`src/rtl/fe_cfg_pkg.sv`:
```
/*
 * Front-end sizes: address and instruction widths,
 * sequential pc step and pc reset value
 */
`default_nettype none

package fe_cfg_pkg;

  // Virtual address and instruction word widths
  localparam int vaddr_width = 32;
  localparam int instr_width = 32;

  // Sequential fetch increment
  localparam logic [vaddr_width-1:0] pc_step = vaddr_width'(4);

  // Pc held after reset until the first command
  localparam logic [vaddr_width-1:0] pc_reset_value = '0;

endpackage

`default_nettype wire

```
`src/rtl/fe_msg_pkg.sv`:
```
/*
 * Front-end encodings: command opcodes, control states,
 * queue message kinds and fetch exception codes
 */
`default_nettype none

package fe_msg_pkg;

  // Commands from the back end
  typedef enum logic [1:0]
  {
    e_op_state_reset          = 2'd0,
    e_op_pc_redirect          = 2'd1,
    e_op_icache_fill_response = 2'd2
  } fe_cmd_op_e;

  // Control FSM states
  typedef enum logic [1:0]
  {
    e_wait  = 2'd0,
    e_run   = 2'd1,
    e_stall = 2'd2
  } fe_state_e;

  typedef enum logic
  {
    e_fe_fetch     = 1'b0,
    e_fe_exception = 1'b1
  } fe_msg_type_e;

  // Zero is left free so a fetch message carries no code
  typedef enum logic [1:0]
  {
    e_instr_access_fault = 2'd1,
    e_icache_miss        = 2'd2
  } fe_exc_code_e;

endpackage

`default_nettype wire

```
`src/rtl/fe_cmd_decode.sv`:
```
/*
 * Command decoder: acknowledge, immediate/complex split
 * and the bypassing resume pc register
 */
`timescale 1ns/1ps
`default_nettype none

module fe_cmd_decode
  (
    input  logic                              clk_i,
    input  logic                              reset_i,

    input  logic                              fe_cmd_v_i,
    input  fe_msg_pkg::fe_cmd_op_e            fe_cmd_op_i,
    input  logic [fe_cfg_pkg::vaddr_width-1:0] fe_cmd_vaddr_i,
    output logic                              fe_cmd_yumi_o,

    input  logic                              running_i,
    input  logic [fe_cfg_pkg::vaddr_width-1:0] if2_pc_i,

    output logic                              cmd_v_o,
    output logic                              cmd_immediate_o,
    output logic                              cmd_complex_o,
    output logic [fe_cfg_pkg::vaddr_width-1:0] resume_pc_o
  );

  import fe_cfg_pkg::*;
  import fe_msg_pkg::*;

  logic                   op_pc_redirect;
  logic                   op_fill_response;
  logic                   immediate_v;
  logic                   resume_en;
  logic [vaddr_width-1:0] resume_n;
  logic [vaddr_width-1:0] resume_r;

  assign op_pc_redirect   = (fe_cmd_op_i == e_op_pc_redirect);
  assign op_fill_response = (fe_cmd_op_i == e_op_icache_fill_response);

  // Every command is consumed in the cycle it shows up
  assign fe_cmd_yumi_o = fe_cmd_v_i;
  assign cmd_v_o       = fe_cmd_v_i;

  // Immediate commands restart fetch right away
  assign immediate_v     = fe_cmd_v_i & (op_pc_redirect | op_fill_response);
  assign cmd_immediate_o = immediate_v;

  // State reset, or anything not recognised, parks the machine in stall
  assign cmd_complex_o = fe_cmd_v_i & ~immediate_v;

  // A command loads its vaddr, otherwise track IF2 while running
  assign resume_en = fe_cmd_v_i | running_i;
  assign resume_n  = fe_cmd_v_i ? fe_cmd_vaddr_i : if2_pc_i;

  always_ff @(posedge clk_i)
  begin
    if (reset_i)
    begin
      resume_r <= pc_reset_value;
    end
    else if (resume_en)
    begin
      resume_r <= resume_n;
    end
  end

  // Bypass so a redirect sees the new vaddr in its own cycle
  assign resume_pc_o = resume_en ? resume_n : resume_r;

endmodule

`default_nettype wire

```
`src/rtl/fe_fetch_ctrl.sv`:
```
/*
 * Fetch control: wait/run/stall FSM, IF1/IF2 valid bits,
 * poison, fetch fail and enqueue decision
 */
`timescale 1ns/1ps
`default_nettype none

module fe_fetch_ctrl
  (
    input  logic clk_i,
    input  logic reset_i,

    input  logic cmd_v_i,
    input  logic cmd_immediate_i,
    input  logic cmd_complex_i,

    input  logic if2_exception_i,
    input  logic instr_v_i,
    input  logic fe_queue_ready_i,

    output logic redirect_o,
    output logic advance_o,
    output logic running_o,
    output logic if2_v_o,
    output logic fe_queue_v_o
  );

  import fe_msg_pkg::*;

  fe_state_e state_r;
  fe_state_e state_n;
  logic      v_if1_r;
  logic      v_if2_r;
  logic      is_stall;
  logic      fe_instr_v;
  logic      queue_miss;
  logic      poison;
  logic      fetch_fail;
  logic      exception_sent;
  logic      unstall;

  assign is_stall  = (state_r == e_stall);
  assign running_o = (state_r == e_run);
  assign if2_v_o   = v_if2_r;

  assign fe_instr_v = v_if2_r & instr_v_i;
  assign queue_miss = v_if2_r & ~fe_queue_ready_i;

  // Nothing goes out in a command cycle
  assign fe_queue_v_o   = fe_queue_ready_i & (fe_instr_v | if2_exception_i) & ~cmd_v_i;
  assign exception_sent = fe_queue_v_o & if2_exception_i;
  assign fetch_fail     = v_if2_r & ~fe_queue_v_o;

  // Younger fetch in IF1 is dropped whenever IF2 does not retire normally
  assign poison  = cmd_v_i | queue_miss | if2_exception_i;
  assign unstall = fe_queue_ready_i & ~cmd_v_i;

  always_comb
  begin
    state_n = state_r;
    case (state_r)
      e_wait:
      begin
        if (cmd_immediate_i)
          state_n = e_run;
        else if (cmd_complex_i)
          state_n = e_stall;
      end
      e_stall:
      begin
        if (cmd_immediate_i || unstall)
          state_n = e_run;
      end
      e_run:
      begin
        // Immediate command keeps running from the new pc
        if (cmd_immediate_i)
          state_n = e_run;
        else if (fetch_fail || cmd_complex_i)
          state_n = e_stall;
        else if (exception_sent)
          state_n = e_wait;
      end
      default:
        state_n = e_wait;
    endcase
  end

  assign advance_o  = (state_n == e_run);
  assign redirect_o = cmd_immediate_i | (is_stall & advance_o);

  always_ff @(posedge clk_i)
  begin
    if (reset_i)
    begin
      state_r <= e_wait;
      v_if1_r <= 1'b0;
      v_if2_r <= 1'b0;
    end
    else
    begin
      state_r <= state_n;
      v_if1_r <= advance_o;
      v_if2_r <= v_if1_r & ~poison & ~fetch_fail;
    end
  end

endmodule

`default_nettype wire

```
`src/rtl/fe_fetch_stage.sv`:
```
/*
 * Fetch stage datapath: IF1 to IF2 pc register, fault and
 * miss detection, queue message assembly
 */
`timescale 1ns/1ps
`default_nettype none

module fe_fetch_stage
  (
    input  logic                                          clk_i,
    input  logic                                          reset_i,

    input  logic [fe_cfg_pkg::vaddr_width-1:0]            if1_pc_i,
    input  logic                                          if2_v_i,

    input  logic                                          instr_v_i,
    input  logic [fe_cfg_pkg::instr_width-1:0]            instr_i,
    input  logic                                          instr_fault_i,

    output logic [fe_cfg_pkg::vaddr_width-1:0]            if2_pc_o,
    output logic                                          if2_exception_o,

    output logic [$bits(fe_msg_pkg::fe_msg_type_e)-1:0]   fe_queue_type_o,
    output logic [fe_cfg_pkg::vaddr_width-1:0]            fe_queue_pc_o,
    output logic [fe_cfg_pkg::instr_width-1:0]            fe_queue_instr_o,
    output logic [$bits(fe_msg_pkg::fe_exc_code_e)-1:0]   fe_queue_exc_o
  );

  import fe_cfg_pkg::*;
  import fe_msg_pkg::*;

  logic [vaddr_width-1:0] if2_pc_r;
  logic                   exception_v;

  always_ff @(posedge clk_i)
  begin
    if (reset_i)
      if2_pc_r <= pc_reset_value;
    else
      if2_pc_r <= if1_pc_i;
  end

  // Memory answer lines up with IF2, a missing hit counts as a cache miss
  assign exception_v     = if2_v_i & (instr_fault_i | ~instr_v_i);
  assign if2_exception_o = exception_v;
  assign if2_pc_o        = if2_pc_r;

  assign fe_queue_type_o  = exception_v ? e_fe_exception : e_fe_fetch;
  assign fe_queue_pc_o    = if2_pc_r;
  assign fe_queue_instr_o = exception_v ? '0 : instr_i;

  // Access fault wins over cache miss
  assign fe_queue_exc_o = !exception_v  ? '0
                        : instr_fault_i ? e_instr_access_fault
                        :                 e_icache_miss;

endmodule

`default_nettype wire

```
`src/rtl/fe_pc_gen.sv`:
```
/*
 * Pc generator: next fetch address selection,
 * fetch request and IF1 pc
 */
`timescale 1ns/1ps
`default_nettype none

module fe_pc_gen
  (
    input  logic                               clk_i,
    input  logic                               reset_i,

    input  logic                               redirect_i,
    input  logic [fe_cfg_pkg::vaddr_width-1:0] resume_pc_i,
    input  logic                               advance_i,

    output logic                               fetch_v_o,
    output logic [fe_cfg_pkg::vaddr_width-1:0] fetch_addr_o,
    output logic [fe_cfg_pkg::vaddr_width-1:0] if1_pc_o
  );

  import fe_cfg_pkg::*;

  logic [vaddr_width-1:0] next_pc;
  logic [vaddr_width-1:0] pc_r;

  // Redirect takes the resume pc, otherwise step past the last request
  assign next_pc = redirect_i ? resume_pc_i : (pc_r + pc_step);

  assign fetch_v_o    = advance_i;
  assign fetch_addr_o = next_pc;

  always_ff @(posedge clk_i)
  begin
    if (reset_i)
    begin
      pc_r <= pc_reset_value;
    end
    else if (advance_i)
    begin
      pc_r <= next_pc;
    end
  end

  // Last issued pc, which sits in IF1 the cycle after issue
  assign if1_pc_o = pc_r;

endmodule

`default_nettype wire

```
`src/rtl/fe_top.sv`:
```
/*
 * Front-end top level: command decoder, pc generator,
 * fetch control and fetch stage
 */
`timescale 1ns/1ps
`default_nettype none

module fe_top
  (
    input  logic                                        clk_i,
    input  logic                                        reset_i,

    input  logic                                        fe_cmd_v_i,
    input  fe_msg_pkg::fe_cmd_op_e                      fe_cmd_op_i,
    input  logic [fe_cfg_pkg::vaddr_width-1:0]          fe_cmd_vaddr_i,
    output logic                                        fe_cmd_yumi_o,

    output logic                                        fetch_v_o,
    output logic [fe_cfg_pkg::vaddr_width-1:0]          fetch_addr_o,
    input  logic                                        instr_v_i,
    input  logic [fe_cfg_pkg::instr_width-1:0]          instr_i,
    input  logic                                        instr_fault_i,

    output logic                                        fe_queue_v_o,
    output logic [$bits(fe_msg_pkg::fe_msg_type_e)-1:0] fe_queue_type_o,
    output logic [fe_cfg_pkg::vaddr_width-1:0]          fe_queue_pc_o,
    output logic [fe_cfg_pkg::instr_width-1:0]          fe_queue_instr_o,
    output logic [$bits(fe_msg_pkg::fe_exc_code_e)-1:0] fe_queue_exc_o,
    input  logic                                        fe_queue_ready_i
  );

  import fe_cfg_pkg::*;

  logic                   cmd_v;
  logic                   cmd_immediate;
  logic                   cmd_complex;
  logic [vaddr_width-1:0] resume_pc;
  logic                   redirect;
  logic                   advance;
  logic                   running;
  logic [vaddr_width-1:0] if1_pc;
  logic [vaddr_width-1:0] if2_pc;
  logic                   if2_v;
  logic                   if2_exception;

  fe_cmd_decode cmd_decode_i
    (
      .clk_i           (clk_i),
      .reset_i         (reset_i),
      .fe_cmd_v_i      (fe_cmd_v_i),
      .fe_cmd_op_i     (fe_cmd_op_i),
      .fe_cmd_vaddr_i  (fe_cmd_vaddr_i),
      .fe_cmd_yumi_o   (fe_cmd_yumi_o),
      .running_i       (running),
      .if2_pc_i        (if2_pc),
      .cmd_v_o         (cmd_v),
      .cmd_immediate_o (cmd_immediate),
      .cmd_complex_o   (cmd_complex),
      .resume_pc_o     (resume_pc)
    );

  fe_pc_gen pc_gen_i
    (
      .clk_i        (clk_i),
      .reset_i      (reset_i),
      .redirect_i   (redirect),
      .resume_pc_i  (resume_pc),
      .advance_i    (advance),
      .fetch_v_o    (fetch_v_o),
      .fetch_addr_o (fetch_addr_o),
      .if1_pc_o     (if1_pc)
    );

  fe_fetch_ctrl fetch_ctrl_i
    (
      .clk_i            (clk_i),
      .reset_i          (reset_i),
      .cmd_v_i          (cmd_v),
      .cmd_immediate_i  (cmd_immediate),
      .cmd_complex_i    (cmd_complex),
      .if2_exception_i  (if2_exception),
      .instr_v_i        (instr_v_i),
      .fe_queue_ready_i (fe_queue_ready_i),
      .redirect_o       (redirect),
      .advance_o        (advance),
      .running_o        (running),
      .if2_v_o          (if2_v),
      .fe_queue_v_o     (fe_queue_v_o)
    );

  fe_fetch_stage fetch_stage_i
    (
      .clk_i            (clk_i),
      .reset_i          (reset_i),
      .if1_pc_i         (if1_pc),
      .if2_v_i          (if2_v),
      .instr_v_i        (instr_v_i),
      .instr_i          (instr_i),
      .instr_fault_i    (instr_fault_i),
      .if2_pc_o         (if2_pc),
      .if2_exception_o  (if2_exception),
      .fe_queue_type_o  (fe_queue_type_o),
      .fe_queue_pc_o    (fe_queue_pc_o),
      .fe_queue_instr_o (fe_queue_instr_o),
      .fe_queue_exc_o   (fe_queue_exc_o)
    );

endmodule

`default_nettype wire

```
`config.mk`:
```
export PLATFORM = sky130hd
export DESIGN_NAME = fe_top
export DESIGN_NICKNAME = d
export VERILOG_FILES = /design/src/rtl/fe_cfg_pkg.sv /design/src/rtl/fe_msg_pkg.sv /design/src/rtl/fe_cmd_decode.sv /design/src/rtl/fe_fetch_ctrl.sv /design/src/rtl/fe_fetch_stage.sv /design/src/rtl/fe_pc_gen.sv /design/src/rtl/fe_top.sv
export SDC_FILE = /design/constraint.sdc
export NUM_CORES = 1
export LEC_CHECK = 0
export ABC_AREA = 1
export BUFFER_PORTS_ARGS = -buffer_cell sky130_fd_sc_hd__buf_2
export CAP_MARGIN = 20
export CORE_MARGIN = 4
export CORE_UTILIZATION = 25
export CTS_CLUSTER_DIAMETER = 150
export CTS_CLUSTER_SIZE = 12
export DETAILED_ROUTE_END_ITERATION = 16
export MAX_ROUTING_LAYER = met4
export PLACE_DENSITY = 0.43
export SLEW_MARGIN = 20
export SYNTH_ARGS = -nofsm -noshare
export SYNTH_HDL_FRONTEND = slang
export SYNTH_SLANG_ARGS = --single-unit
```
`constraint.sdc`:
```
create_clock -name clk_i -period 1.5 [get_ports clk_i]
set_input_delay 0.075 -clock clk_i [delete_from_list [all_inputs] [get_ports clk_i]]
set_output_delay 0.075 -clock clk_i [all_outputs]
set_load 0.05 [all_outputs]
```
==> run summary <==
Status -> finished, violations left
Violated checks -> setup timing
Boundary pin count -> 174
Core area -> 21300 um2
Crit path time final -> 1.90 ns
Clock Latency Late Sink -> 0.35 ns
Final Setup Violations -> 75
CTS max path bufs -> 2
Die width -> 156 um
RSZ-0062 raised after global routing -> true
Clock sinks -> 100
Mapped Avg Cell Area -> 6.03 um2
Required @ worst endpoint -> 1.42 ns
Clock skew -> 0.00657 ns
Root Buffer -> clkbuf_16
Crit-path max FO -> 6
Row cnt -> 53
DIE AREA -> 24300 um2
First DRT Iteration DRCs -> 375
Worst Hold Class -> in -> reg
FF+latch count, synth -> 100
Critical Path Max Stage Delay -> 0.35 ns
Number of diodes -> 0
Slew HR -> 0.817
Leak -> 4.83 nW
WL final -> 23400 um
Cell repeated most along the worst path -> buf_6
Antenna violations before repair -> 0
Setup crit start kind -> flop
CTS tree -> built
Synth Cell Area -> 5460 um2
Initial core utilization -> 0.257
Vias per inst -> 4.40
Total gr overflow -> 0
Port-buffer cells -> 173
Drt wl/cell -> 15.9 um
Clock transition at path regs -> 0.07 ns
Fin nets -> 1268
Die height -> 156 um
WP data arrival -> 1.82 ns
WS Path Type -> reg -> out
Syn Nets -> 979
Area growth syn-to-layout -> 86.0%
Fmax -> 526 MHz
Power Dens Cells -> 870 nW/um2
Worst setup EP type -> output port
Unique masters post-synth -> 27
Largest net degree at the start of global routing -> 50
Cells after Synth -> 906
Family with the most delay on the worst path -> buffers and inverters
Final core occ -> 0.477
Fraction of layout cells with a size suffix above 1 -> 0.524
Final Wtd Congestion -> 0.806
Hpwl dp -> 15500 um
Max VDD drop -> 512 uV
DRT Pass-1 Iters -> 6
MaxCap Viol Count -> 0
Finished Layout Cells -> 1475
Placed instance count -> 1402
Cell Chain, Critical Path -> inv_4 -> buf_6 -> o31a_4 -> buf_6 -> buf_12 -> nand2_1 -> nand2_1 -> buf_6
Hold Vio Cnt, Final -> 0
Tot GR Track Use -> 0.183
CP bufs+invs -> 5
Measured slew at the worst slew-check pin -> 0.275 ns
Final Worst Setup Slack -> -0.400 ns
CTS Hold Buffers Added -> 0
H-tree levels -> 3
Remaining antenna violation count -> 0
Ys Warns -> 0
Number of CTS-inserted buffers -> 9
Number of global-route vias before repair -> 6203
Total number of vias -> 6487
Residual DRC -> 0
First-pass GRT wire length -> 33700 um
Max-slew violation count -> 0
Sequential-to-total area share from yosys stat -> 0.366
Crit-path slowest cell -> dfxtp_2
Final period util -> 1.27
-- cells by family (layout without fill, tap and decap cells) --
| family | after synthesis | after routing | share of synthesized area |
|---|---|---|---|
| buf+inv | 180 | 474 | 0.140 |
| simple gates | 546 | 546 | 0.404 |
| xor+xnor | 7 | 7 | 0.0112 |
| compound gates | 72 | 72 | 0.0763 |
| flops | 100 | 100 | 0.366 |
| fa+ha+maj | 1 | 1 | 0.00229 |
-- routing by layer --
layer / part of all wire / GRT usage / up-vias
li1: - / - / 3308
met5: 0 / - / -
met3: 0.048 / 0.0283 / 14
met4: 0.013 / 0.0338 / 0
met2: 0.50 / 0.311 / 143
met1: 0.44 / 0.232 / 3022
-- repair_timing --
item,4_1_cts,5_1_grt
endpoints found under the setup margin,97,102
pin swaps,48,70
gates cloned,7,8
setup buffers,35,20
resized for setup,274,268
-- worst paths after layout --
| kind | start | to | slack (ns) | cells after the start |
|---|---|---|---|---|
| worst max register to register | fetch_ctrl_i.state_r[1] | pc_gen_i.if1_pc_o[15] | -0.19 | 11 |
| worst min register to register | fetch_ctrl_i.v_if1_r | fetch_ctrl_i.if2_v_o | 0.45 | 2 |
| worst max-delay path | fetch_ctrl_i.state_r[1] | fetch_addr_o[23] | -0.40 | 8 |
| worst min-delay path | fe_cmd_vaddr_i[4] | cmd_decode_i.resume_r[4] | 0.11 | 5 |
-- registers in the layout, indices dropped and copies added (netlist names) --
register	cells
fetch_ctrl_i.if2_v_o	1
fetch_stage_i.fe_queue_pc_o	32
fetch_ctrl_i.state_r	2
pc_gen_i.if1_pc_o	32
fetch_ctrl_i.v_if1_r	1
cmd_decode_i.resume_r	32
-- cell usage in the layout (no fill, tap or decap), drive strengths merged --
cell      instances
clkbuf           15
xor2              7
ha                1
o21ai            28
clkinv            4
nand4             4
buf             315
nand3            79
inv             139
nand2           310
nor2            153
o31a              1
clkinvlp          1
o31ai             1
dfxtp           100
a21oi            25
o21a             16
a31oi             1
-- stage by stage --
step	setup TNS [ns]	total power [W]	hold slack [ns]	setup slack, ns	area, um2
after global routing	-19.69	0.00929	0.129	-0.462	10200
after floorplan	-0.888	0.00473	0.158	-0.179	5680
final	-13.47	0.00883	0.113	-0.400	10200
after detailed placement	-4.41	0.00562	0.462	-0.206	7530
after global placement	-4.94	0.00562	0.455	-0.188	7530
after CTS	-14.00	0.00854	0.107	-0.399	9070
-- report_power, final --
group / total, W / leakage, nW / switching (W) / internal [W]
logic: 0.00363 / 3.86 / 0.00214 / 0.00149
registers: 0.00299 / 0.838 / 0.000138 / 0.00286
clock network: 0.00221 / 0.133 / 0.00108 / 0.00113
-- tightest hold or removal path: stages --
cell and delay (ns):
buf_2 0.08, nand2_1 0.04, nand3_1 0.08, o21ai_2 0.08, nor2_1 0.08
-- synth_stat cells --
| master | count | area [um2] |
|---|---|---|
| nor2_1 | 152 | 571 |
| nand3_1 | 77 | 385 |
| inv_2 | 2 | 7.51 |
| buf_4 | 4 | 30.0 |
| nand3_2 | 2 | 20.0 |
| nor2_2 | 1 | 6.26 |
| nand2_8 | 1 | 20.0 |
| o21ai_1 | 6 | 30.0 |
| clkbuf_1 | 16 | 60.1 |
| nand4_1 | 4 | 25.0 |
| a31oi_1 | 1 | 6.26 |
| o21a_1 | 16 | 120 |
| o21ai_2 | 1 | 8.76 |
| o31ai_2 | 1 | 12.5 |
| nand2_1 | 305 | 1140 |
| buf_6 | 6 | 67.6 |
| nand2_2 | 2 | 12.5 |
| xor2_1 | 7 | 61.3 |
| inv_8 | 1 | 11.3 |
| ha_1 | 1 | 12.5 |
| o21ai_0 | 21 | 105 |
| buf_2 | 16 | 80.1 |
| inv_1 | 135 | 507 |
| nand2_4 | 2 | 22.5 |
| dfxtp_1 | 100 | 2000 |
| a21oi_1 | 25 | 125 |
| o31a_1 | 1 | 8.76 |
-- final cells by class --
| type | instances | area (um2) |
|---|---|---|
| Fill cell | 2167 | 11100 |
| Multi-Input combinational cell | 626 | 3880 |
| Timing Repair Buffer | 320 | 3060 |
| Sequential cell | 100 | 2070 |
| Inverter | 138 | 533 |
| Tap cell | 275 | 344 |
| Clock buffer | 10 | 229 |
| Clock inverter | 6 | 40.0 |
No activity file was read; power rests on OpenSTA's default activity.
